===== src/rtl/ooo_params.svh =====
`ifndef OOO_PARAMS_SVH
`define OOO_PARAMS_SVH

// Datapath
`define XLEN 32

// Architectural and physical register files
`define NUM_ARCH_REGS 32
`define ARCH_BITS 5
`define NUM_PHYS_REGS 48
`define PHYS_BITS 6

// Out-of-order window
`define ROB_DEPTH 16
`define ROB_BITS 4
`define RS_DEPTH 8

`endif


===== src/rtl/ooo_pkg.sv =====
`include "ooo_params.svh"

package ooo_pkg;

    typedef enum logic [2:0] {
        ALU_ADD = 3'd0,
        ALU_SUB = 3'd1,
        ALU_AND = 3'd2,
        ALU_OR  = 3'd3,
        ALU_XOR = 3'd4,
        ALU_SLT = 3'd5
    } alu_op_e;

    // Decoder output, architectural indices only
    typedef struct packed {
        logic [`ARCH_BITS-1:0] rs1;
        logic [`ARCH_BITS-1:0] rs2;
        logic [`ARCH_BITS-1:0] rd;
        alu_op_e               alu_op;
        logic                  alu_src;    // Immediate replaces source 2
        logic                  reg_write;
        logic [`XLEN-1:0]      imm;
    } decoded_t;

    typedef struct packed {
        logic [`PHYS_BITS-1:0] prs1;
        logic [`PHYS_BITS-1:0] prs2;
        logic [`PHYS_BITS-1:0] prd;
        logic [`PHYS_BITS-1:0] prd_old;    // Freed when this one commits
        logic [`ARCH_BITS-1:0] ard;
        logic                  rs1_ready;
        logic                  rs2_ready;
        alu_op_e               alu_op;
        logic                  alu_src;
        logic                  reg_write;
        logic [`XLEN-1:0]      imm;
    } renamed_t;

    typedef struct packed {
        logic [`PHYS_BITS-1:0] prs1;
        logic [`PHYS_BITS-1:0] prs2;
        logic [`PHYS_BITS-1:0] prd;
        logic                  rs1_ready;
        logic                  rs2_ready;
        alu_op_e               alu_op;
        logic                  alu_src;
        logic                  reg_write;
        logic [`XLEN-1:0]      imm;
        logic [`ROB_BITS-1:0]  rob_tag;
    } rs_entry_t;

    // Result broadcast from the ALU
    typedef struct packed {
        logic                  valid;
        logic [`PHYS_BITS-1:0] prd;
        logic                  reg_write;
        logic [`ROB_BITS-1:0]  rob_tag;
        logic [`XLEN-1:0]      data;
    } wb_t;

    typedef struct packed {
        logic                  valid;
        logic [`ARCH_BITS-1:0] ard;
        logic                  reg_write;
        logic [`XLEN-1:0]      data;
        logic [`PHYS_BITS-1:0] prd_old;
    } commit_t;

endpackage


===== src/rtl/exec_unit.sv =====
`include "ooo_params.svh"

module exec_unit import ooo_pkg::*; (
    input  logic      clk,
    input  logic      rst,
    input  logic      issue_valid,
    input  rs_entry_t issue_entry,
    output wb_t       wb
);

    logic [`XLEN-1:0] prf [`NUM_PHYS_REGS];
    logic [`XLEN-1:0] op_a;
    logic [`XLEN-1:0] op_b;
    logic [`XLEN-1:0] result;

    assign op_a = prf[issue_entry.prs1];
    assign op_b = issue_entry.alu_src ? issue_entry.imm : prf[issue_entry.prs2];

    always_comb begin
        case (issue_entry.alu_op)
            ALU_SUB: result = op_a - op_b;
            ALU_AND: result = op_a & op_b;
            ALU_OR:  result = op_a | op_b;
            ALU_XOR: result = op_a ^ op_b;
            ALU_SLT: result = `XLEN'($signed(op_a) < $signed(op_b));
            default: result = op_a + op_b;
        endcase
    end

    // Architectural state starts at zero, p0 stays zero
    always_ff @(posedge clk) begin
        if (rst) begin
            for (int i = 0; i < `NUM_PHYS_REGS; i++) begin
                prf[i] <= '0;
            end
        end else if (issue_valid && issue_entry.reg_write && issue_entry.prd != '0) begin
            prf[issue_entry.prd] <= result;
        end
    end

    always_ff @(posedge clk) begin
        wb.prd       <= issue_entry.prd;
        wb.reg_write <= issue_entry.reg_write;
        wb.rob_tag   <= issue_entry.rob_tag;
        wb.data      <= result;
        if (rst) begin
            wb.valid <= 1'b0;
        end else begin
            wb.valid <= issue_valid;    // Single-cycle ALU
        end
    end

endmodule


===== config.mk =====
export PLATFORM = sky130hd
export DESIGN_NAME = exec_unit
export DESIGN_NICKNAME = d
export VERILOG_FILES = /design/src/rtl/ooo_pkg.sv /design/src/rtl/exec_unit.sv
export VERILOG_INCLUDE_DIRS = /design/src /design/src/rtl
export SDC_FILE = /design/constraint.sdc
export NUM_CORES = 2
export LEC_CHECK = 0
export BUFFER_PORTS_ARGS = -buffer_cell sky130_fd_sc_hd__buf_4
export CAP_MARGIN = 10
export CORE_ASPECT_RATIO = 1.4
export CORE_MARGIN = 2
export CORE_UTILIZATION = 55
export DETAILED_ROUTE_END_ITERATION = 8
export GPL_TIMING_DRIVEN = 0
export PLACE_DENSITY_LB_ADDON = 0.08
export SYNTH_ARGS = -nofsm -noshare
export SYNTH_HDL_FRONTEND = slang
export SYNTH_SLANG_ARGS = --single-unit

===== constraint.sdc =====
create_clock -name clk -period 6.15 [get_ports clk]
set_clock_uncertainty 0.15 [all_clocks]
set_input_delay 0 -clock clk [delete_from_list [all_inputs] [get_ports clk]]
set_output_delay 0 -clock clk [all_outputs]
set_load 0.005 [all_outputs]

* After elaboration in Yosys (flattened, before gate mapping)
Memory sizes are Yosys's and may differ from the RTL's.
Index checks and enable logic that the tools add are counted.
** Storage, ports and cells
- Register bits :: 44
- Bits in latches :: 0
- Bits in writable memories :: 1536
- ROM bits :: 0
- Input port bits :: 64
- Output and inout bits :: 44
- Memories kept :: 1
** Operators by class
- $add $sub $neg :: 2
- Multipliers :: 0
- Div/mod/pow operators :: 0
- $lt $le $gt $ge :: 1
- Eq/ne operators :: 5
- Shift-type cells :: 0
- Muxes and demuxes :: 10
- Bitwise logic cells :: 3
- Reduce and logical (&&, ||, !) cells :: 4
** Memory list
- prf :: depth 48, width 32, rd ports 2, clocked after memory_dff 0, write ports 48, RTL line exec_unit.sv:11 : logic [`XLEN-1:0] prf [`NUM_PHYS_REGS];
** Operator list (count)
- 32-bit case mux with 5 select lines :: 1
- 32-bit two-way mux :: 2
- 32-bit adder :: 1
- 32-bit bitwise AND :: 1
- 32-bit < comparator :: 1
- 32-bit bitwise OR :: 1
- 32-bit OR reduction :: 1
- 32-bit subtractor :: 1
- 32-bit XOR :: 1
- 3-bit by 2-bit equality test with 1-bit output, second input constant :: 2
- 3-bit equality test, second input constant :: 2
- 1-bit two-way mux :: 6
- 6-bit two-way mux :: 1
- 6-bit nonzero test :: 1
- 3-bit by 1-bit equality test with 1-bit output, second input constant :: 1
- 1-bit logical AND :: 2

* Longest topological paths before layout
- Word-level depth :: 7
- Mapped depth :: 22
- Depth with buffers taken out :: 17

* Worst setup path after synthesis
Ideal clock, no wire load.
- Path kind :: input port to flip-flop
- Start :: input issue_entry[55] (netlist name)
- End :: memory prf[48][18] (netlist name) (data pin)
- Setup time :: 296 ps
- Arrival :: 5179 ps
- Data required time :: 5704 ps
- Setup slack :: 525 ps
- Stages on the path :: 19
- Buffers on the path :: 5
- Path through :: buf_2 clkbuf_1 buf_1 mux4_2 mux4_2 mux4_2 ha_1 fa_1 nor3b_1 o31ai_4 a211oi_2 nor4_4 o221ai_1 o21a_1 nor3b_1 a211oi_2 buf_2 buf_2 inv_1
** RTL lines
- from (decl) :: RTL line exec_unit.sv:7 : input rs_entry_t issue_entry,
- to (decl) :: RTL line exec_unit.sv:11

==> results.cfg <==
[setup_path]
cp_max_fo = 17
path_delay_family = buffers and inverters
crit_type = in2reg
crit_buf_inv = 11
startpoint_type = primary input
cp_slowest_stage_delay_ns = 0.99
critPathRequiredTime_ns = 6.64
endpoint_kind = register
crit_arrival_ns = 6.81
critPathSlowestCell = clkbuf_1
cp_cell_sequence = clkbuf_1, clkbuf_1, mux4_2, mux4_2, mux2i_4, buf_12, clkinvlp_4, ha_4, fa_2, nor3b_4, o31ai_4, buf_4, a211oi_4, nor4_4, buf_6, buf_6, nor4_4, o31ai_4, xnor2_1, a32o_4, buf_8, buf_16, clkinvlp_4, buf_12

[timing]
setup_viol = 449
fmax_mhz = 158
finalCritPeriodShare_pct = 103
hold_violations = 0
rsz0062_at_grt = true
tightest_slew_ns = 1.46
relSlewSlack_pct = 2.53
maxSlewViolCount = 0
finalCriticalPeriod_ns = 6.31
setup_ws_ns = -0.165

[placed_design]
globalplace.congestion = 1.06
numPortBuffers = 92
post-dp-hpwl_um = 349000
post_dp_cell_area_um2 = 115000

[pwr]
p_leak_nw = 43.4
p_per_area_nw_per_um2 = 310
vdd_drop_max_mv = 0.293

[hold_path]
min_path_type = in2reg

[detailed_routing]
vias = 72300
drc_errors = 0
drt-initial-drc-count = 11700
dr.pass1.iters = 8
postRouteAntennaNets = 0
drt-total-wl_um = 440000
viasPerCell = 7.18
routedWlPerCell_um = 43.6

[outcome]
status = finished with violations
violations = negative setup slack

[finish]
layout.nets = 7444
filler_cell_count = 14200
register_area_um2 = 62400
drive_above_1_share_pct = 35.0
syn_to_final_growth_pct = 15.3
fin_area_um2 = 125000
fin_util_pct = 63.8
multi_input_comb_area_um2 = 43600

[logic_synthesis]
yosys.area.top_type = edfxtp_1
synth_ff_type = edfxtp_1
syn_inst = 6684
syn_area_per_cell_um2 = 16.2
netlist_area_um2 = 108000
synthArstFlopShare_pct = 0
synthDistinctLibCells = 90
synth_most_common_cell = edfxtp_1
yosysSeqAreaShare_pct = 57.7
synth_area_leaders = edfxtp_1, mux4_2, nor2_1
ys_warn_count = 0
synth-seq-cells = 2092
netlist.area_leader.share_pct = 56.9
synth-edff-count = 2048
yosys-top-cells-count = edfxtp_1, nor2_1, mux4_2, clkbuf_1, buf_2

[floorplan]
num_rows = 192
dieArea_um2 = 200000
die_h_um = 528
coreArea_um2 = 195000
io_pins = 108
fp.dieW_um = 379
start_util_pct = 55.3

[grt]
gr-total-overflow = 0
track_usage_pct = 44.1
antenna_found_initial = 42
grt_pass1_wl_um = 584000
first_global_vias = 72000
grt_max_degree = 33

[clock_network]
path_clk_slew_ns = 0.07
clock_latency_ns = 0.92
h-tree-depth = 4
cts_buffers = 206
clock_path_buffers = 4
cts_tree = yes
root_buffer = clkbuf_16
cts.sinks = 2092

[flow_run]
maxCapViolCount = 0
-- placed cells by master (no fill, tap or decap), types with 37 or more instances in the layout --
cell type / instances
edfxtp_1: 2048
nor2_1: 1579
mux4_2: 1338
clkbuf_1: 304
buf_4: 245
clkbuf_16: 208
nand2_1: 135
clkbuf_2: 105
buf_12: 100
inv_1: 97
buf_2: 96
ha_1: 91
a21oi_1: 84
o21ai_0: 62
buf_6: 61
nand2b_2: 47
clkbuf_4: 46
dfxtp_1: 44
clkinv_2: 38
clkinvlp_4: 37
buf_8: 37
-- final cells by class --
| type | instances | share of cell area [%] |
|---|---|---|
| multi-input cells | 3822 | 35.0 |
| diodes | 20 | 0.0402 |
| flip-flops and latches | 2092 | 50.1 |
| repair buffers | 363 | 3.54 |
| plain buffers | 662 | 3.00 |
| clock inverters | 109 | 0.803 |
| inverters | 132 | 0.487 |
| repair inverters | 2 | 0.0121 |
| well taps | 2619 | 2.63 |
| clock buffers | 257 | 4.41 |
-- routing by layer --
layer  track usage, %  part of all wire [%]  vias up
li1                 -                     -    27600
met1             51.5                    31    37700
met2             69.3                    47     5476
met3             12.0                    12     1485
met4             34.5                    10       14
met5                0                 0.022        -
-- state kept, by name, summed over array words and instances, names as in the netlist --
signal / flops
prf: 2048
wb: 44
-- cell families (layout without fill, tap and decap cells) --
| kind of cell | Yosys count | count (layout) | share of synthesized area [%] |
|---|---|---|---|
| flip-flops | 2092 | 2092 | 57.7 |
| XOR/XNOR | 12 | 12 | 0.0973 |
| multiplexers | 1384 | 1384 | 28.3 |
| adder cells (fa/ha/maj) | 99 | 99 | 1.16 |
| AO/OA/AOI/OAI | 363 | 363 | 2.27 |
| AND/OR/NAND/NOR | 1932 | 1932 | 7.28 |
| buffers and inverters | 801 | 1525 | 3.14 |
| other | 1 | 52 | 0.00347 |
-- stage by stage --
step	power [mW]	setup WS [ns]	setup TNS, ns	cells	hold WS (ns)
4_1_cts	37.9	-0.0798	-1.39	10000	0.0408
3_3_place_gp	24.5	-5.00	-7330.92	9426	-0.0446
2_1_floorplan	21.1	0.525	0	6715	-0.122
6_report	38.7	-0.165	-26.10	10100	0.0843
3_5_place_dp	24.8	-4.41	-6011.68	9563	-0.0446
5_1_grt	39.2	-0.00861	-0.0219	10100	0.113
-- where the power goes --
part / leakage, nW / internal, mW / switching [mW] / total [mW]
logic: 19.3 / 3.15 / 6.19 / 9.34
clock network: 3.19 / 6.96 / 5.74 / 12.7
registers: 20.9 / 16.4 / 0.213 / 16.6
-- final timing paths --
check                  startpoint          end  slack [ns]  cells after the start
setup reg to reg       prf[35][0]  prf[56][30]       -0.04                     23
setup / recovery  issue_entry[53]  prf[56][30]       -0.16                     24
hold reg to reg       prf[43][12]  prf[47][12]        1.96                      9
hold / removal    issue_entry[46]  prf[57][21]        0.08                      4
-- tightest hold or removal path: stages --
cell and delay [ns]:
dlygate4sd3_1 0.54, buf_4 0.18, nand2_1 0.14, nor4_2 0.10
-- timing repair --
item,CTS,global route
gates cloned,1,1
gates resized for setup,452,140
hold buffers,26,0
setup endpoints to repair,2048,941
setup buffers,64,38
pin swaps,26,19
hold endpoints to repair,296,0
Note: power is estimated with default switching activity, not from simulation.
