==> config.mk <==
export PLATFORM = sky130hd
export DESIGN_NAME = skid_buffer
export DESIGN_NICKNAME = d
export VERILOG_FILES = /design/src/rtl/skid_buffer.sv
export SDC_FILE = /design/constraint.sdc
export NUM_CORES = 1
export LEC_CHECK = 0
export BUFFER_PORTS_ARGS = -buffer_cell sky130_fd_sc_hd__buf_2
export CAP_MARGIN = 10
export CORE_MARGIN = 1.5
export CORE_UTILIZATION = 48
export CTS_BUF_LIST = sky130_fd_sc_hd__clkbuf_4 sky130_fd_sc_hd__clkbuf_8
export DETAILED_ROUTE_END_ITERATION = 10
export GPL_TIMING_DRIVEN = 1
export PLACE_DENSITY_LB_ADDON = 0.3
export SYNTH_ARGS = -nofsm -noshare
export SYNTH_HDL_FRONTEND = slang
export SYNTH_SLANG_ARGS = --single-unit
==> constraint.sdc <==
create_clock -name clk -period 10.1 [get_ports clk]
set_clock_uncertainty 0.2 [all_clocks]
set_input_delay 1.515 -clock clk [delete_from_list [all_inputs] [get_ports clk]]
set_output_delay 1.515 -clock clk [all_outputs]
set_load 0.01 [all_outputs]
==> src/rtl/skid_buffer.sv <==
module skid_buffer #(
    parameter type T = logic [31:0]
) (
    input  logic clk,
    input  logic rst,
    input  logic in_valid,
    output logic in_ready,
    input  T     in_data,
    output logic out_valid,
    input  logic out_ready,
    output T     out_data
);

    logic spill_valid;
    T     spill_data;

    assign in_ready = !spill_valid;    // Straight from a flop

    always_ff @(posedge clk) begin
        if (rst) begin
            out_valid   <= 1'b0;
            spill_valid <= 1'b0;
        end else if (out_ready || !out_valid) begin
            // Output slot drains, spill goes first
            out_valid   <= spill_valid || in_valid;
            spill_valid <= 1'b0;
        end else if (in_valid && !spill_valid) begin
            spill_valid <= 1'b1;    // Catch the beat in flight
        end
    end

    always_ff @(posedge clk) begin
        if (out_ready || !out_valid) begin
            out_data <= spill_valid ? spill_data : in_data;
        end else if (in_valid && !spill_valid) begin
            spill_data <= in_data;
        end
    end

endmodule

Word level (Yosys, flattened, before mapping)
Cells that the tools add are included.
{"block": "classes", "muxes": 1, "bitwise_logic": 1, "n_reduce_logical": 7}
{"operator": "two-way mux 32 bit", "count": 1}
{"operator": "logical NOT 1 bit", "count": 2}
{"operator": "logical OR 1 bit", "count": 2}
{"operator": "AND reduction 2 bit", "count": 1}
{"operator": "OR reduction 2 bit", "count": 1}
{"operator": "logical AND 1 bit", "count": 1}
{"operator": "NOT 1 bit", "count": 1}
{"block": "totals", "elab_cells": 13, "in_bits": 36, "register_bits": 66, "output_inout_bits": 34}

Depth between registers and ports, before layout
Gate-level depths: netlist of run 1.
{"block": "logic_depth", "depth_word": 4, "ltp_mapped": 4, "mapped_depth_nobuf": 2}

Worst setup path after synthesis of run 1
Ideal clock, no wire load.
{"block": "synth_path", "path_type": "input-to-reg", "from": "in out_ready", "to": "reg spill_data[0] (netlist name), enable pin", "required_time_ns": 9.432, "cell_stages": 2, "arrival_ns": 4.822, "path_buffers": 0, "setup_slack_ns": 4.611, "setup_time_ns": 0.468, "cell_sequence": "nand2b_1 nor3b_1"}
{"block": "synth_between", "elab_chain_len": 3}
{"element": "start: declaration", "line_no": "10", "source": "input logic out_ready,"}
{"element": "logical OR 1 bit", "line_no": "33", "source": "if (out_ready || !out_valid) begin"}
{"element": "NOT 1 bit (no source line)"}
{"element": "AND reduction 2 bit (no source line)"}
{"element": "end signal: assignment", "line_no": "36", "source": "spill_data <= in_data;"}
{"element": "end: declaration", "line_no": "15", "source": "T spill_data;"}
Every way passes these cells.
A chain may end at the register's enable or synchronous reset.

Final worst setup path of run 1
{"block": "layout_path", "from": "in out_ready", "to": "reg spill_data[31] (netlist name), enable pin"}
The elaborated chain is that of the path after synthesis.

==> impl_metrics.env, run 1 <==
export IMPL_synth_edff_count=64
export IMPL_drcViolationCount=0
export IMPL_synth_cell_types=13
export IMPL_cts_setup_buffers=0
export IMPL_stdcell_count=260
export IMPL_crit_required_ns=9.90
export IMPL_cts_resized=0
export IMPL_switching_share_pct=18.86
export IMPL_setup_viol=0
export IMPL_p_sw_uw=116.1
export IMPL_grt_pass1_wl_um=6085
export IMPL_drive_above_1_share_pct=62.63
export IMPL_drt_initial_drc_count=82
export IMPL_synth_area_mm2=0.002521
export IMPL_ant_nets=0
export IMPL_overflow=0
export IMPL_worst_ep_arrival_time_ns=3.64
export IMPL_ys_seq_elements=66
export IMPL_post_place_cells=244
export IMPL_pre_cts_slack_ns=5.882
export IMPL_path_max_fanout=35
export IMPL_finalHoldViolCount=0
export IMPL_seqPwrFrac_pct=52.1
export IMPL_holdBufCountCts=0
export IMPL_slowest_stage="nor3b_2"
export IMPL_hp_class="reg -> reg"
export IMPL_cts_buffers=9
export IMPL_cts_sinks=66
export IMPL_critPathCaptureType="register"
export IMPL_slew_headroom_pct=27.63
export IMPL_fin_crit_sh_pct=37.94
export IMPL_p_per_area_mw_per_mm2=196.3
export IMPL_cp_buffers_inverters=2
export IMPL_synth_area_per_cell_um2=23.34
export IMPL_yosysSeqAreaShare_pct=77.82
export IMPL_cts_tree="done"
export IMPL_cts_root_buf="clkbuf_8"
export IMPL_slew_viol_final=0
export IMPL_routed_wirelength_um=3900
export IMPL_yosysTopAreaCellShare_pct=76.23
export IMPL_yosys_top_cells_count="64 x edfxtp_1, 27 x mux2_4, 5 x mux2_2"
export IMPL_vias=1232
export IMPL_max_cap_violations=0
export IMPL_p_leak_uw=0.001247
export IMPL_clkSlewWorstSetupHoldPaths_ns=0.07
export IMPL_post_dp_hpwl_um=2659
export IMPL_grt_antenna_before_repair=0
export IMPL_clk_latency_ns=0.32
export IMPL_ir_drop_v=0.00009961
export IMPL_rsz0062_at_grt="no"
export IMPL_num_rows=26
export IMPL_ys_flop_type="edfxtp_1"
export IMPL_critPathTopFamily="simple AND/OR/NAND/NOR gates"
export IMPL_avgViaCountPerCell=4.738
export IMPL_port_buffers=69
export IMPL_tightest_slew_ns=1.085
export IMPL_htree_num_levels=3
export IMPL_post_drt_wl_per_cell_um=15.00
export IMPL_track_usage_pct=15.21
export IMPL_async_flop_share_pct=0
export IMPL_start_util_pct=49.68
export IMPL_areaGrowthSynthToFinish_pct=24.37
export IMPL_critPathMaxStageDelay_ns=1.02
export IMPL_die_w_um=75.48
export IMPL_core_mm2=0.005075
export IMPL_pwr_share_comb_pct=6.6
export IMPL_yosys_top_cells_area="edfxtp_1 76%, mux2_4 16%, mux2_2 2.2%, buf_12 1.6%, dfxtp_1 1.6%"
export IMPL_yosys_area_top_type="edfxtp_1"
export IMPL_die_h_um=75.48
export IMPL_nets=221
export IMPL_yosysMostFrequentCell="edfxtp_1"
export IMPL_antenna_cells=0
export IMPL_crit_type="in -> reg"
export IMPL_synth_fp_nets=144
export IMPL_fmax_mhz=261.0
export IMPL_gp_congestion=0.6803
export IMPL_place_area_mm2=0.002904
export IMPL_start_kind="input port"
export IMPL_post_route_min_period_ns=3.831
export IMPL_fin_ws_ns=6.269
export IMPL_synth_cells=108
export IMPL_yosysWarningCount=0
export IMPL_dr_pass1_iters=4
export IMPL_grt_pass1_vias=1253
export IMPL_ioPinCount=70
export IMPL_crit_chain="buf_2 > nand2b_2 > nor3b_2 > buf_4"
export IMPL_power_frac_clock_pct=41.2
export IMPL_fin_tns_setup_ns=0
export IMPL_die_area_mm2=0.005696
export IMPL_outcome="completed"
export IMPL_clockBufferDepth=2
export IMPL_power_internal_uw=499.4
export IMPL_final_area_mm2=0.003136
export IMPL_grt_max_degree=36
## final cells by class
| type | count | area (µm²) |
|---|---|---|
| Fill cell | 399 | 1939 |
| Multi-Input combinational cell | 37 | 496.7 |
| Inverter | 1 | 3.754 |
| Sequential cell | 66 | 1963 |
| Clock inverter | 7 | 107.6 |
| Tap cell | 70 | 87.58 |
| Clock buffer | 9 | 123.9 |
| Timing Repair Buffer | 70 | 352.8 |
## final timing paths
path / end / cells past startpoint / startpoint / slack [ns]
hold / removal: out_data[25] / 1 / spill_data[25] / 0.35
setup / recovery: spill_data[31] / 4 / out_ready / 6.27
hold reg to reg: out_data[25] / 1 / spill_data[25] / 0.35
setup reg to reg: spill_data[31] / 3 / out_valid / 7.31
## stage by stage
| stage | hold slack, ns | total power (µW) | utilization [%] |
|---|---|---|---|
| 2_1_floorplan | 0.3231 | 347.9 | - |
| 3_3_place_gp | 0.3287 | 367.0 | 57.22 |
| 3_5_place_dp | 0.3373 | 368.4 | 57.22 |
| 4_1_cts | 0.3536 | 622.2 | 61.79 |
| 5_1_grt | 0.3645 | 638.3 | 61.79 |
| 6_report | 0.3522 | 615.5 | 61.79 |
## state kept, by name, summed over array words and instances (netlist names)
signal,cells
spill_data,32
spill_valid,1
out_valid,1
out_data,32
## worst register-to-register path: cells and delay by family (launching register included)
family                 cells  cell delay, ns
AND/OR/NAND/NOR            2            1.50
buffers and inverters      1            0.42
flip-flops                 1            0.35
## per-layer routing
metal | vias up | global-route usage, % | wire length [µm]
li1 | 577 | - | -
met1 | 598 | 19.95 | 1717
met2 | 55 | 22.90 | 1835
met3 | 2 | 6.614 | 324
met4 | 0 | 5.357 | 23
met5 | - | 0 | 0
## cell families (layout without fill, tap and decap cells)
group,Yosys count,after routing,synth area share [%]
buffers and inverters,5,87,2.779
flip-flops,66,66,77.82
AO/OA/AOI/OAI,1,1,0.1983
AND/OR/NAND/NOR,4,4,0.8932
multiplexers,32,32,18.31
## cells in the final DEF (no fill, tap or decap), drive strengths merged, types with 2 or more instances in the layout
master / count
buf: 70
edfxtp: 64
mux2: 32
clkbuf: 9
clkinv: 4
bufinv: 3
dfxtp: 2
## power by group through the flow
stage	Combinational [µW]	Sequential, µW	Clock (µW)
after floorplan	16.8	331	0
after global routing	44.8	322	271
after global placement	40.7	326	0
after detailed placement	41.7	327	0
final	40.9	321	254
after CTS	41.8	321	259
No activity file was read; power rests on OpenSTA's default activity.
==> run 2, diff against run 1 <==
--- a/config.mk
+++ b/config.mk
@@ -5,6 +5,7 @@
 export SDC_FILE = /design/constraint.sdc
 export NUM_CORES = 1
 export LEC_CHECK = 0
+export ABC_AREA = 1
 export BUFFER_PORTS_ARGS = -buffer_cell sky130_fd_sc_hd__buf_2
 export CAP_MARGIN = 10
 export CORE_MARGIN = 1.5
==> constraint.sdc (replaced) <==
create_clock -name clk -period 3.7 [get_ports clk]
set_clock_uncertainty 0.2 [all_clocks]
set_input_delay 0.555 -clock clk [delete_from_list [all_inputs] [get_ports clk]]
set_output_delay 0.555 -clock clk [all_outputs]
set_load 0.01 [all_outputs]
==> run 2 against run 1 <==
Net effect:
- register-to-register slack got worse by 5.6 ns
- synthesized cell count rose by 67%
- clock power increased by 95%
- critical path type is now reg -> reg
- via count increased by 19%
- count of clock-buffer cells in the layout up 2
- highest routed layer unchanged
- sequential power grew to 2.7 times the previous value
- critical path depth is 1 lower
- non-clock buffer count is 1 higher
- cell count increased by 27%
- worst setup slack worse by 4.6 ns
- global-route usage rose by 0.69 points
- largest cell class unchanged
==> impl_metrics.env, run 2 <==
export IMPL_outcome="completed"
export IMPL_max_cap_violations=0
export IMPL_met2_usage_pct=22.51
export IMPL_fin_crit_sh_pct=53.68
export IMPL_cts_setup_buffers=0
export IMPL_clockBufferDepth=2
export IMPL_yosys_top_cells_area="edfxtp_1 77%, nand2_1 12%, nand2_2 4.7%, buf_12 1.6%, dfxtp_1 1.6%"
export IMPL_die_area_mm2=0.005672
export IMPL_grt_pass1_vias=1371
export IMPL_fin_ws_ns=1.714
export IMPL_final_common_cell="nand2_1"
export IMPL_die_h_um=75.31
export IMPL_hp_class="in -> reg"
export IMPL_multi_input_area_um2=447.9
export IMPL_num_rows=26
export IMPL_drt_initial_drc_count=113
export IMPL_slew_headroom_pct=42.12
export IMPL_post_route_min_period_ns=1.986
export IMPL_worst_ep_arrival_time_ns=1.74
export IMPL_r2r_cells=3
export IMPL_areaGrowthSynthToFinish_pct=20.99
export IMPL_mostFrequentLayoutCells="80 x nand2_1, 69 x buf_2, 64 x edfxtp_1"
export IMPL_post_drt_wl_per_cell_um=12.48
export IMPL_synth_cell_types=12
export IMPL_core_mm2=0.005075
export IMPL_synth_simple_area_share_pct=17.35
export IMPL_dr_pass1_iters=4
export IMPL_post_dp_hpwl_um=2664
export IMPL_yosys_area_top_type="edfxtp_1"
export IMPL_die_w_um=75.31
export IMPL_synth_area_mux_share_pct=0
export IMPL_synth_edff_count=64
export IMPL_tightest_slew_ns=0.8661
export IMPL_finalHoldViolCount=0
export IMPL_critPathMaxStageDelay_ns=0.68
export IMPL_synth_xor_area_share_pct=0
export IMPL_drcViolationCount=0
export IMPL_p_leak_uw=0.001309
export IMPL_grtUsageMet1_pct=21.35
export IMPL_slowest_stage="nor2_4"
export IMPL_avgViaCountPerCell=4.433
export IMPL_cts_root_buf="clkbuf_8"
export IMPL_clkSlewWorstSetupHoldPaths_ns=0.07
export IMPL_drive_above_1_share_pct=40.38
export IMPL_hold_depth=1
export IMPL_grt_use_met3_pct=5.820
export IMPL_ys_seq_elements=66
export IMPL_holdBufCountCts=0
export IMPL_fin_tns_setup_ns=0
export IMPL_ir_drop_v=0.0002446
export IMPL_slew_viol_final=0
export IMPL_cts_sinks=66
export IMPL_synth_compound_gate_area_share_pct=0.1994
export IMPL_grt_max_degree=35
export IMPL_reg_top3="out_data x32, spill_data x32"
export IMPL_cts_resized=0
export IMPL_fillers=427
export IMPL_yosysSeqAreaShare_pct=78.17
export IMPL_ff2ff_setup_slack_ns=1.71
export IMPL_synth_area_per_cell_um2=13.94
export IMPL_critPathCaptureType="register"
export IMPL_synth_fa_ha_area_share_pct=0
export IMPL_synth_cells=180
export IMPL_start_util_pct=49.46
export IMPL_htree_num_levels=3
export IMPL_path_max_fanout=34
export IMPL_nets=291
export IMPL_crit_required_ns=3.45
export IMPL_whs_ns=0.2173
export IMPL_crit_type="reg -> reg"
export IMPL_cts_tree="done"
export IMPL_pre_cts_slack_ns=1.566
export IMPL_grt_busiest_layer="met2"
export IMPL_synth_fp_nets=216
export IMPL_setup_viol=0
export IMPL_ant_nets=0
export IMPL_rsz0062_at_grt="no"
export IMPL_area_sequential_mm2=0.001962
export IMPL_gp_congestion=0.7081
export IMPL_routed_wirelength_um=4117
export IMPL_async_flop_share_pct=0
export IMPL_yosysWarningCount=0
export IMPL_yosysMostFrequentCell="nand2_1"
export IMPL_port_buffers=69
export IMPL_yosysTopAreaCellShare_pct=76.57
export IMPL_overflow=0
export IMPL_ys_flop_type="edfxtp_1"
export IMPL_yosys_top_cells_count="80 x nand2_1, 64 x edfxtp_1, 19 x nand2_2"
export IMPL_p_per_area_mw_per_mm2=490.5
export IMPL_cts_buffers=9
export IMPL_synth_top_family_by_area="simple AND/OR/NAND/NOR gates"
export IMPL_clk_latency_ns=0.33
export IMPL_start_kind="register"
export IMPL_grt_antenna_before_repair=0
export IMPL_grt_pass1_wl_um=6244
export IMPL_track_usage_pct=15.90
export IMPL_synth_area_mm2=0.002510
export IMPL_antenna_cells=0
export IMPL_ioPinCount=70
export IMPL_fmax_mhz=503.5
export IMPL_vias=1463
export IMPL_crit_chain="inv_8 > nand2_1 > nor2_4"
==> run 2: metal layers <==
layer  wire length (µm)  up-vias  part of all wire, %
li1                   -      753                    -
met1               1845      662                   45
met2               1993       44                   48
met3                238        4                  5.8
met4                 40        0                 0.97
met5                  0        -                    0
==> run 2: through the flow <==
stage	power, µW	instances	util [%]	instance area, µm²
final	1489	330	59.84	3037
after global routing	1551	330	59.84	3037
after CTS	1506	330	59.84	3037
after detailed placement	1013	314	56.68	2877
after global placement	1011	314	56.68	2877
after floorplan	952.8	180	-	2510
==> run 2: final timing paths <==
check                                     from              to
worst max-delay path               spill_valid   spill_data[0]
worst min-delay path               in_data[16]  spill_data[16]
worst max register to register     spill_valid   spill_data[0]
worst min register to register  spill_data[12]    out_data[12]
==> run 2: report_power, final <==
part           internal [µW]  total, µW  switching (µW)
clock                    249        495             246
sequential               868        877            9.87
combinational           47.2        117            70.1
total                   1160       1490             326
==> run 2: cells by family (layout without fill, tap and decap cells) <==
family | after synthesis | count (layout)
buffers and inverters | 10 | 90
DFF | 66 | 66
AOI/OAI and AO/OA | 1 | 1
and+or+nand+nor | 103 | 103
==> run 2: area by class of cell <==
type	count	area share, %
Sequential cell	66	64.61
Multi-Input combinational cell	104	14.75
Timing Repair Buffer	71	11.87
Clock buffer	11	4.574
Tap cell	70	2.884
Clock inverter	5	0.7005
Inverter	3	0.6180
==> run 2: critical path: cells and delay by family (launching register included) <==
family,cells,cell delay (ns)
buf+inv,1,0.22
flops,1,0.36
simple gates,2,0.82
