**src/rtl/ooo_params.svh**
```systemverilog
`ifndef OOO_PARAMS_SVH
`define OOO_PARAMS_SVH

// Datapath
`define XLEN 32

// Architectural and physical register files
`define NUM_ARCH_REGS 32
`define ARCH_BITS 5
`define NUM_PHYS_REGS 48
`define PHYS_BITS 6

// Out-of-order window
`define ROB_DEPTH 16
`define ROB_BITS 4
`define RS_DEPTH 8

`endif

```
**src/rtl/ooo_pkg.sv**
```systemverilog
`include "ooo_params.svh"

package ooo_pkg;

    typedef enum logic [2:0] {
        ALU_ADD = 3'd0,
        ALU_SUB = 3'd1,
        ALU_AND = 3'd2,
        ALU_OR  = 3'd3,
        ALU_XOR = 3'd4,
        ALU_SLT = 3'd5
    } alu_op_e;

    // Decoder output, architectural indices only
    typedef struct packed {
        logic [`ARCH_BITS-1:0] rs1;
        logic [`ARCH_BITS-1:0] rs2;
        logic [`ARCH_BITS-1:0] rd;
        alu_op_e               alu_op;
        logic                  alu_src;    // Immediate replaces source 2
        logic                  reg_write;
        logic [`XLEN-1:0]      imm;
    } decoded_t;

    typedef struct packed {
        logic [`PHYS_BITS-1:0] prs1;
        logic [`PHYS_BITS-1:0] prs2;
        logic [`PHYS_BITS-1:0] prd;
        logic [`PHYS_BITS-1:0] prd_old;    // Freed when this one commits
        logic [`ARCH_BITS-1:0] ard;
        logic                  rs1_ready;
        logic                  rs2_ready;
        alu_op_e               alu_op;
        logic                  alu_src;
        logic                  reg_write;
        logic [`XLEN-1:0]      imm;
    } renamed_t;

    typedef struct packed {
        logic [`PHYS_BITS-1:0] prs1;
        logic [`PHYS_BITS-1:0] prs2;
        logic [`PHYS_BITS-1:0] prd;
        logic                  rs1_ready;
        logic                  rs2_ready;
        alu_op_e               alu_op;
        logic                  alu_src;
        logic                  reg_write;
        logic [`XLEN-1:0]      imm;
        logic [`ROB_BITS-1:0]  rob_tag;
    } rs_entry_t;

    // Result broadcast from the ALU
    typedef struct packed {
        logic                  valid;
        logic [`PHYS_BITS-1:0] prd;
        logic                  reg_write;
        logic [`ROB_BITS-1:0]  rob_tag;
        logic [`XLEN-1:0]      data;
    } wb_t;

    typedef struct packed {
        logic                  valid;
        logic [`ARCH_BITS-1:0] ard;
        logic                  reg_write;
        logic [`XLEN-1:0]      data;
        logic [`PHYS_BITS-1:0] prd_old;
    } commit_t;

endpackage

```
**src/rtl/decoder.sv**
```systemverilog
`include "ooo_params.svh"

module decoder import ooo_pkg::*; (
    input  logic [`XLEN-1:0] instr,
    output decoded_t         decoded
);

    localparam logic [6:0] OPC_OP     = 7'b0110011;
    localparam logic [6:0] OPC_OP_IMM = 7'b0010011;

    logic [6:0] opcode;
    logic [2:0] funct3;
    logic [6:0] funct7;
    logic       legal;

    assign opcode = instr[6:0];
    assign funct3 = instr[14:12];
    assign funct7 = instr[31:25];

    always_comb begin
        legal           = 1'b1;
        decoded.rs1     = instr[19:15];
        decoded.rs2     = instr[24:20];
        decoded.rd      = instr[11:7];
        decoded.alu_op  = ALU_ADD;
        decoded.alu_src = 1'b0;
        decoded.imm     = {{(`XLEN-12){instr[31]}}, instr[31:20]};

        if (opcode == OPC_OP && funct7 == 7'b0000000) begin
            case (funct3)
                3'b000:  decoded.alu_op = ALU_ADD;
                3'b010:  decoded.alu_op = ALU_SLT;
                3'b100:  decoded.alu_op = ALU_XOR;
                3'b110:  decoded.alu_op = ALU_OR;
                3'b111:  decoded.alu_op = ALU_AND;
                default: legal = 1'b0;
            endcase
        end else if (opcode == OPC_OP && funct7 == 7'b0100000 && funct3 == 3'b000) begin
            decoded.alu_op = ALU_SUB;
        end else if (opcode == OPC_OP_IMM && funct3 == 3'b000) begin
            decoded.alu_src = 1'b1;    // ADDI
            decoded.rs2     = '0;
        end else begin
            legal = 1'b0;
        end

        // Anything else turns into a harmless ADD of x0
        if (!legal) begin
            decoded.rs1     = '0;
            decoded.rs2     = '0;
            decoded.alu_op  = ALU_ADD;
            decoded.alu_src = 1'b0;
        end
        decoded.reg_write = legal && (decoded.rd != '0);
    end

endmodule

```
**config.mk**
```make
export PLATFORM = sky130hd
export DESIGN_NAME = decoder
export DESIGN_NICKNAME = d
export VERILOG_FILES = /design/src/rtl/ooo_pkg.sv /design/src/rtl/decoder.sv
export VERILOG_INCLUDE_DIRS = /design/src /design/src/rtl
export SDC_FILE = /design/constraint.sdc
export NUM_CORES = 1
export LEC_CHECK = 0
export ABC_AREA = 1
export BUFFER_PORTS_ARGS = -buffer_cell sky130_fd_sc_hd__buf_4
export CAP_MARGIN = 20
export CORE_MARGIN = 4
export CORE_UTILIZATION = 32
export DETAILED_ROUTE_END_ITERATION = 8
export PLACE_DENSITY_LB_ADDON = 0.3
export SYNTH_ARGS = -nofsm -noshare
export SYNTH_HDL_FRONTEND = slang
export SYNTH_SLANG_ARGS = --single-unit
```
**constraint.sdc**
```tcl
create_clock -name vclk -period 1.75
set_clock_uncertainty 0.1 [all_clocks]
set_input_delay 0.35 -clock vclk [all_inputs]
set_output_delay 0.35 -clock vclk [all_outputs]
set_load 0.05 [all_outputs]
```
-- Yosys cells after proc, flatten, opt, wreduce, memory -nomap -nowiden
Index checks and enable logic that the tools add are counted.
- bits in registers: 0
- output and inout port bits: 52
- word-level logic and storage cells: 30
- equal/unequal tests: 7
- multiplexer cells: 14
- reduce and logical (&&, ||, !) cells: 9
- operators by type and width (operator ; count):
    2-to-1 mux 5 bit ; 3
    == test 7 x 6 -> 1 bit (second input constant) ; 2
    case mux 3 bit (4 select lines) ; 1
    2-to-1 mux 10 bit ; 1
    == test 3 bit (second input constant) ; 3
    == test 7 x 5 -> 1 bit (second input constant) ; 1
    logical NOT 7 bit ; 1
    2-to-1 mux 1 bit ; 7
    logical AND 1 bit ; 5
    nonzero test 5 bit ; 1
    OR reduction 5 bit ; 1
    2-to-1 mux 4 bit ; 1
    == test 3 x 2 -> 1 bit (second input constant) ; 1
    logical NOT 3 bit ; 1
    2-to-1 mux 3 bit ; 1

-- Logic depth before layout (Yosys ltp)
Gate-level depths: netlist (run 1).
- word-level depth: 6
- mapped depth: 9
- depth with buffers taken out: 8

-- Worst setup path after synthesis (run 1)
Ideal clock, no wire load.
- path type: in2out
- start point: input instr[29]
- end point: output decoded[36] (netlist bit)
- data arrival time: 1920 ps
- slack: -620 ps
- stages on the path: 5
- path buffers: 0
- path through: nor2_1 > nand2_1 > nor2_2 > nand2_1 > nor3b_1
- RTL lines (what ; line ; source):
    start: declaration ; decoder.sv:4 ; input logic [`XLEN-1:0] instr,
    end: declaration ; decoder.sv:5 ; output decoded_t decoded

==> impl_metrics.py, run 1 <==
metrics = {
    "critical_path": {
        "critPathCaptureType": "output port",
        "worstSetupStartpointType": "input port",
        "cp_data_required_time_ns": 1.30,
        "cp.arrival_ns": 1.38,
        "cp_cell_sequence": "buf_4 > nor2_4 > nand2_2 > nor2_4 > nand3_2 > nand3_4 > nand2_8 > nor2_4 > buf_8",
        "criticalPathCategory": "in2out",
        "cpMaxStageDelayCell": "buf_8",
        "crit_path_max_fanout": 6,
        "cp_common_cell": "nor2_4",
        "slowest_delay_ns": 0.15,
    },
    "floorplanning": {
        "die_w_um": 50.9,
        "num_rows": 15,
        "core-area_um2": 1730,
        "die_h_um": 50.9,
        "start_util": 0.341,
        "ios": 84,
        "dieArea_um2": 2590,
    },
    "drt": {
        "via_per_inst": 4.09,
        "ant_nets": 0,
        "wl_per_cell_um": 11.6,
        "wirelength_mm": 2.03,
        "vias": 716,
        "dr.pass1.iters": 3,
        "drc": 0,
        "drt_iter0_drc": 4,
    },
    "synthesis": {
        "yosysWarnings": 0,
        "yosys-top-cells-area": "buf_4 47%, nor2_2 12%, nand2_1 8.9%, inv_1 6.4%, nor2_1 5.1%",
        "synth_compound_area_frac": 0.0170,
        "yosysMostFrequentCell": "buf_4",
        "synth_xor_area_frac": 0,
        "netlist_top_cells_count": "37 x buf_4, 14 x nand2_1, 11 x nor2_2, 10 x inv_1, 8 x nor2_1",
        "synth_top_area_cell": "buf_4",
        "yosys.cell_types.count": 17,
        "ys_seq_area_frac": 0,
        "syn-cell-area_um2": 588,
        "avgSynthCellArea_um2": 6.26,
        "synth_simple_gate_area_frac": 0.428,
        "syn_nets": 126,
        "synth_top_family_by_area": "buffers and inverters",
        "synth_fa_ha_area_frac": 0,
        "syn_inst": 94,
        "synth_top_area_share": 0.472,
        "synth_mux_area_frac": 0,
    },
    "sta": {
        "rsz0062_at_grt": "true",
        "final_max_slew_viol_count": 0,
        "worst_hold_slack_ns": 0.863,
        "worst_slack_ns": -0.0754,
        "tightest_slew_ns": 0.208,
        "setup_violations": 12,
        "hold_violations": 0,
        "fin_crit_sh": 1.04,
        "final.min_clock_period_ns": 1.83,
        "slew-limit-headroom": 0.860,
        "timing.fmax_mhz": 548,
    },
    "global_routing": {
        "gr-total-overflow": 0,
        "grt_pass1_wl_mm": 3.11,
        "antenna_found_initial": 0,
        "grt_start_max_net_pins": 22,
        "grt_pass1_vias": 701,
        "grtUsageTotal": 0.148,
    },
    "final_layout": {
        "final_cells": 175,
        "clkbuf_count": 0,
        "n_antenna_cell": 0,
        "register_area_um2": 0,
        "multi_input_area_um2": 424,
        "nFillCells": 135,
        "syn_to_final_growth_pct": 120,
        "drive_above_1_share": 0.860,
        "nets": 184,
        "final_cell_area_um2": 1290,
        "design.seq.count": 0,
    },
    "clock_tree": {
        "holdBufCountCts": 0,
    },
    "pwr": {
        "cellLeakagePower_nw": 0.681,
        "finalPower_uw": 361,
        "vdd_drop_max_mv": 0.342,
        "switching_share": 0.642,
        "share_comb_of_total_power": 1.000,
        "powerDensity_nw_per_um2": 279,
        "internal_power_uw": 129,
        "switchingPower_uw": 232,
        "p_clk_frac": 0,
        "pwr-share-seq": 0,
    },
    "status": {
        "violations": "setup timing",
        "outcome": "finished, violations left",
    },
    "place": {
        "dpl_cell_area_um2": 1070,
        "place_congestion": 0.642,
        "dp_hpwl_mm": 1.59,
        "port-buffer-count": 84,
        "place_ws_ns": -0.263,
        "post-place-cells": 173,
    },
    "worst_hold_path": {
        "hp-class": "in2out",
    },
    "flow_run": {
        "drv_cap": 0,
    },
}
-- critical path, delay by kind of cell --
| kind | cells | cell delay (ns) |
|---|---|---|
| and+or+nand+nor | 7 | 0.75 |
| buffers and inverters | 2 | 0.27 |
-- worst paths after layout --
path	startpoint	end	slack [ns]	depth (start not counted)
worst max-delay path	instr[2]	decoded[43]	-0.08	9
worst min-delay path	instr[25]	decoded[5]	0.86	2
-- power groups by stage --
stage	clock network [mW]	registers (mW)	logic [mW]
2_1_floorplan	0	0	0.255
3_3_place_gp	0	0	0.338
3_5_place_dp	0	0	0.341
4_1_cts	0	0	0.354
5_1_grt	0	0	0.377
6_report	0	0	0.361
-- cells by family (layout without fill, tap and decap cells) --
family	after synthesis	in the layout
buffers and inverters	48	103
AOI/OAI and AO/OA	2	2
and+or+nand+nor	44	45
-- repair_timing --
item,4_1_cts,5_1_grt
gates resized for setup,36,14
gates cloned,1,0
pin swaps,17,7
setup buffers,1,0
setup endpoints to repair,14,14
-- per-layer routing --
metal  GRT usage  wire [um]
met5           0          0
met3      0.0437        256
met2       0.302       1150
met4           0          0
met1       0.154        619
-- cells in the final DEF, fill, tap and decap left out --
cell / synthesis / final
nand2_1: 14 / 9
nor3b_1: 2 / 1
buf_6: 1 / 21
nor2_4: 1 / 15
nor3_1: 1 / 1
nand3_2: 1 / 2
o21ai_2: 0 / 1
nor2_2: 11 / 5
o21ai_0: 1 / 1
nand3_4: 0 / 1
buf_4: 37 / 69
nor3b_2: 0 / 1
nor3_4: 1 / 1
inv_2: 0 / 2
inv_1: 10 / 8
nand2_8: 0 / 2
nand2_2: 1 / 5
buf_8: 0 / 3
nand4_1: 1 / 1
nand3b_4: 1 / 1
-- layout make-up --
class              count  area share
well taps             25      0.0242
repair buffers        93       0.619
inverters             10      0.0290
multi-input cells     47       0.328
-- metrics by stage --
stage / setup TNS, ns / util
after floorplan: -1.33 / -
after global placement: -2.63 / 0.618
after detailed placement: -2.91 / 0.618
after CTS: -0.754 / 0.716
after global routing: -1.41 / 0.749
final: -0.562 / 0.749
(Power assumes the default switching activity.)
==> run 2, diff against run 1 <==
--- a/config.mk
+++ b/config.mk
@@ -6,13 +6,13 @@
 export SDC_FILE = /design/constraint.sdc
 export NUM_CORES = 1
 export LEC_CHECK = 0
-export ABC_AREA = 1
 export BUFFER_PORTS_ARGS = -buffer_cell sky130_fd_sc_hd__buf_4
 export CAP_MARGIN = 20
 export CORE_MARGIN = 4
-export CORE_UTILIZATION = 32
+export CORE_UTILIZATION = 31
 export DETAILED_ROUTE_END_ITERATION = 8
 export PLACE_DENSITY_LB_ADDON = 0.3
+export RECOVER_POWER = 100
 export SYNTH_ARGS = -nofsm -noshare
 export SYNTH_HDL_FRONTEND = slang
 export SYNTH_SLANG_ARGS = --single-unit
==> run 2 against run 1 <==
Compared with the run above:
- the run still ends with setup timing left
- global-route usage up 2.0 points
- count of clock-buffer cells in the layout unchanged
- final cell count fell by 8.0%
- non-clock buffer count up 8
- sequential share of layout area unchanged
- largest power group unchanged
==> impl_metrics.py, run 2 <==
metrics = {
    "status": {
        "outcome": "finished, violations left",
        "violations": "setup timing",
    },
    "final_layout": {
        "syn_to_final_growth_pct": 117,
        "multi_input_area_um2": 394,
        "nets": 170,
        "final_cell_area_um2": 1210,
        "final_cell_mix": "40 x buf_4, 35 x clkbuf_1, 13 x buf_6, 13 x buf_8",
        "final_common_cell": "buf_4",
        "nFillCells": 137,
        "drive_above_1_share": 0.676,
        "utilization": 0.706,
        "register_area_um2": 0,
        "n_antenna_cell": 0,
        "design.seq.count": 0,
        "clkbuf_count": 0,
    },
    "pwr": {
        "pwr-share-seq": 0,
        "powerDensity_nw_per_um2": 270,
        "switchingPower_uw": 229,
        "share_comb_of_total_power": 1.000,
        "cellLeakagePower_nw": 0.591,
        "p_clk_frac": 0,
        "vdd_drop_max_mv": 0.180,
        "switching_share": 0.703,
        "internal_power_uw": 96.5,
    },
    "synthesis": {
        "synth_top_area_cell": "buf_4",
        "yosys.cell_types.count": 21,
        "avgSynthCellArea_um2": 7.52,
        "netlist_top_cells_count": "38 x buf_4, 5 x and3_1, 4 x and4_1, 4 x nand2_1",
        "synth_top_area_share": 0.512,
        "yosysWarnings": 0,
        "ys_seq_area_frac": 0,
        "yosys-top-cells-area": "buf_4 51%, and4_1 6.3%, and3_1 5.6%, nor3b_1 4.0%, nor4_4 3.8%",
        "syn-cell-area_um2": 557,
        "yosysMostFrequentCell": "buf_4",
        "syn_nets": 106,
        "syn_inst": 74,
    },
    "drt": {
        "wl_per_cell_um": 14.0,
        "wl_met1_um": 766,
        "dr.pass1.iters": 2,
        "ant_nets": 0,
        "drt_iter0_drc": 1,
        "wl_met2_mm": 1.33,
        "drc": 0,
        "wirelength_mm": 2.26,
        "highest_layer": "met3",
        "vias": 707,
        "wl_met3_um": 167,
        "via_per_inst": 4.39,
    },
    "floorplanning": {
        "dieArea_um2": 2540,
        "start_util": 0.326,
        "ios": 84,
        "die_w_um": 50.4,
        "num_rows": 15,
        "core-area_um2": 1710,
        "die_h_um": 50.4,
    },
    "worst_hold_path": {
        "hp-class": "in2out",
        "worstHoldPathCells": 2,
    },
    "sta": {
        "slew-limit-headroom": 0.586,
        "fin_crit_sh": 1.25,
        "tightest_slew_ns": 0.623,
        "hold_violations": 0,
        "worst_hold_slack_ns": 0.863,
        "worst_slack_ns": -0.444,
        "setup_violations": 15,
        "timing.fmax_mhz": 456,
        "final_max_slew_viol_count": 0,
        "rsz0062_at_grt": "true",
        "final.min_clock_period_ns": 2.19,
    },
    "critical_path": {
        "worstSetupStartpointType": "input port",
        "crit_path_max_fanout": 11,
        "cp.arrival_ns": 1.74,
        "cp_data_required_time_ns": 1.30,
        "criticalPathCategory": "in2out",
        "critPathCaptureType": "output port",
    },
    "place": {
        "place_congestion": 0.705,
        "port-buffer-count": 84,
        "dp_hpwl_mm": 1.69,
        "dpl_cell_area_um2": 1070,
    },
    "global_routing": {
        "grtUsageTotal": 0.167,
        "grt_start_max_net_pins": 23,
        "gr-total-overflow": 0,
        "grt_pass1_vias": 752,
        "grt_pass1_wl_mm": 3.44,
        "antenna_found_initial": 0,
    },
    "clock_tree": {
        "holdBufCountCts": 0,
    },
    "flow_run": {
        "drv_cap": 0,
    },
}
## run 2: changes by cell type after synthesis, sizes merged, moves of 2 or more
cell | previous run | this run
and3 | 0 | 5
and4 | 0 | 5
inv | 10 | 2
nand2 | 15 | 4
nand3 | 3 | 0
nor2 | 20 | 3
o21ai | 2 | 0
## run 2: kinds of logic after synthesis
| logic type | count (synthesis) | share of synthesized area |
|---|---|---|
| muxes | 1 | 0.0180 |
| AOI/OAI and AO/OA | 3 | 0.0607 |
| xor gates and xnor gates | 1 | 0.0157 |
| buffers and inverters | 41 | 0.546 |
| and+or+nand+nor | 28 | 0.360 |
## run 2: layout make-up
| cell class | instances | share of cell area |
|---|---|---|
| multi-input combinational | 33 | 0.327 |
| inverter | 2 | 0.00622 |
| timing repair buffer | 101 | 0.641 |
| tap | 25 | 0.0259 |
## run 2: power groups by stage
stage | Combinational [mW] | Clock [mW] | Sequential (mW)
2_1_floorplan | 0.245 | 0 | 0
3_3_place_gp | 0.336 | 0 | 0
3_5_place_dp | 0.339 | 0 | 0
4_1_cts | 0.353 | 0 | 0
5_1_grt | 0.340 | 0 | 0
6_report | 0.325 | 0 | 0
## run 2: metal layers
| layer | global-route usage | vias up |
|---|---|---|
| met5 | 0 | - |
| met4 | 0.0135 | 0 |
| met3 | 0.00890 | 0 |
| met2 | 0.357 | 38 |
| met1 | 0.181 | 322 |
| li1 | - | 347 |
## run 2: metrics by stage
| stage | std cells | setup TNS, ns | setup slack [ns] | power, mW |
|---|---|---|---|---|
| after global placement | 156 | -5.90 | -0.515 | 0.336 |
| after floorplan | 74 | -2.75 | -0.243 | 0.245 |
| after global routing | 161 | -6.31 | -0.510 | 0.340 |
| after CTS | 159 | -5.92 | -0.488 | 0.353 |
| after detailed placement | 156 | -6.26 | -0.545 | 0.339 |
| final | 161 | -5.53 | -0.444 | 0.325 |
## run 2: worst max-delay path: stages
cell,delay (ns)
buf_6,0.09
and4bb_2,0.35
buf_4,0.14
nand4_4,0.12
or2_4,0.32
and4_4,0.22
buf_8,0.14
## run 2: worst paths after layout
path,startpoint,to
worst max-delay path,instr[2],decoded[44]
worst min-delay path,instr[26],decoded[6]
## run 2: repair_timing
| action | CTS | global route |
|---|---|---|
| resized for setup | 43 | 14 |
| hold endpoints to repair | 0 | 0 |
| buffers inserted | 2 | 2 |
| cloned | 1 | 0 |
| pin swaps | 12 | 9 |
| endpoints found under the setup margin | 15 | 15 |
==> run 3, diff against run 2 <==
==> constraint.sdc (replaced) <==
create_clock -name vclk -period 1.75
set_clock_uncertainty 0.1 [all_clocks]
set_input_delay 0.35 -clock vclk [all_inputs]
set_output_delay 0.35 -clock vclk [all_outputs]
set_load 0.01 [all_outputs]
==> run 3 against run 2 <==
Compared with the run above:
- the flow still finishes with violations (setup timing)
- critical path depth is the same
- count of clock-buffer cells in the layout is the same
- worst hold slack lost 0.077 ns
- die area is the same
- setup slack gained 0.072 ns
- largest cell class unchanged
==> impl_metrics.py, run 3 (synthesis gave the netlist of run 2 again) <==
metrics = {
    "status": {
        "outcome": "finished, violations left",
        "violations": "setup timing",
    },
    "floorplanning": {
        "num_rows": 15,
        "dieArea_um2": 2540,
        "ios": 84,
        "core-area_um2": 1710,
        "die_h_um": 50.4,
        "die_w_um": 50.4,
        "start_util": 0.326,
    },
    "critical_path": {
        "cp.arrival_ns": 1.67,
        "cp_common_cell": "buf_4",
        "crit_family": "simple AND/OR/NAND/NOR gates",
        "path_depth": 7,
        "cpMaxStageDelayCell": "nor4_4",
        "crit_path_max_fanout": 11,
        "cp_data_required_time_ns": 1.30,
        "crit_buf_inv": 3,
        "slowest_delay_ns": 0.32,
        "critPathCaptureType": "output port",
        "cp-startpoint": "instr[26]",
        "worstSetupStartpointType": "input port",
        "cp_cell_sequence": "buf_8 > nor4_4 > a31oi_1 > o41ai_2 > buf_4 > and4_2 > buf_4",
        "criticalPathCategory": "in2out",
        "cp-endpoint": "decoded[42]",
    },
    "global_routing": {
        "grtUsageTotal": 0.130,
        "antenna_found_initial": 0,
        "grt_pass1_wl_mm": 2.77,
        "grt_pass1_vias": 659,
        "grt_start_max_net_pins": 16,
        "gr-total-overflow": 0,
    },
    "place": {
        "post-place-cells": 156,
        "dpl_cell_area_um2": 1020,
        "port-buffer-count": 84,
        "place_congestion": 0.750,
        "dp_hpwl_mm": 1.60,
    },
    "drt": {
        "drc": 0,
        "dr.pass1.iters": 4,
        "wirelength_mm": 1.87,
        "ant_nets": 0,
        "vias": 668,
        "via_per_inst": 4.28,
        "wl_per_cell_um": 12.0,
        "drt_iter0_drc": 4,
    },
    "pwr": {
        "cellLeakagePower_nw": 0.624,
        "vdd_drop_max_mv": 0.136,
        "finalPower_uw": 204,
        "powerDensity_nw_per_um2": 184,
    },
    "final_layout": {
        "final_cells": 156,
        "n_antenna_cell": 0,
        "register_area_um2": 0,
        "nets": 165,
        "final_cell_mix": "83 x buf_4, 11 x buf_6, 5 x and3_1",
        "final_common_cell": "buf_4",
        "utilization": 0.651,
        "design.seq.count": 0,
        "drive_above_1_share": 0.840,
        "final_cell_area_um2": 1110,
        "syn_to_final_growth_pct": 99.6,
        "clkbuf_count": 0,
    },
    "sta": {
        "hold_violations": 0,
        "final_max_slew_viol_count": 0,
        "fin_crit_sh": 1.21,
        "setup_violations": 14,
        "rsz0062_at_grt": "true",
        "worst_slack_ns": -0.372,
        "timing.fmax_mhz": 471,
        "slew-limit-headroom": 0.811,
        "final.min_clock_period_ns": 2.12,
        "tightest_slew_ns": 0.275,
    },
    "flow_run": {
        "drv_cap": 0,
    },
    "worst_hold_path": {
        "hp-class": "in2out",
    },
}
-- run 3: worst min path at each step --
stage / from / end / slack [ns] / cells past startpoint
2_1_floorplan: instr[12] / decoded[36] / 0.65 / 1
3_3_place_gp: instr[20] / decoded[0] / 0.78 / 2
3_5_place_dp: instr[20] / decoded[0] / 0.79 / 2
4_1_cts: instr[20] / decoded[0] / 0.79 / 2
5_1_grt: instr[22] / decoded[2] / 0.79 / 2
6_report: instr[26] / decoded[6] / 0.79 / 2
-- run 3: where the power goes --
group	internal (mW)	switching (mW)	total [mW]
clock	0	0	0
sequential	0	0	0
combinational	0.123	0.0814	0.204
total	0.123	0.0814	0.204
-- run 3: final cells by class --
cell class,instances,area (um2)
Fill cell,138,597
Inverter,2,7.51
Tap cell,25,31.3
Timing Repair Buffer,96,766
Multi-Input combinational cell,33,307
-- run 3: layer usage --
layer | vias to the layer above | routed length (um) | GRT usage
met5 | - | 0 | 0
met4 | 0 | 0 | 0
met3 | 0 | 162 | 0.0178
met2 | 35 | 1020 | 0.267
met1 | 294 | 688 | 0.145
li1 | 339 | - | -
-- run 3: through the flow --
| stage | TNS [ns] | hold WS [ns] | setup WS (ns) |
|---|---|---|---|
| 2_1_floorplan | -1.11 | 0.654 | -0.131 |
| 3_3_place_gp | -4.56 | 0.784 | -0.409 |
| 3_5_place_dp | -4.75 | 0.787 | -0.428 |
| 4_1_cts | -3.89 | 0.787 | -0.368 |
| 5_1_grt | -5.18 | 0.791 | -0.472 |
| 6_report | -3.90 | 0.786 | -0.372 |
-- run 3: what timing repair did --
item,4_1_cts,5_1_grt
buffers inserted,1,1
cloned,0,0
pin swaps,2,4
hold buffers,0,0
resized for setup,10,14
endpoints found under the setup margin,15,15
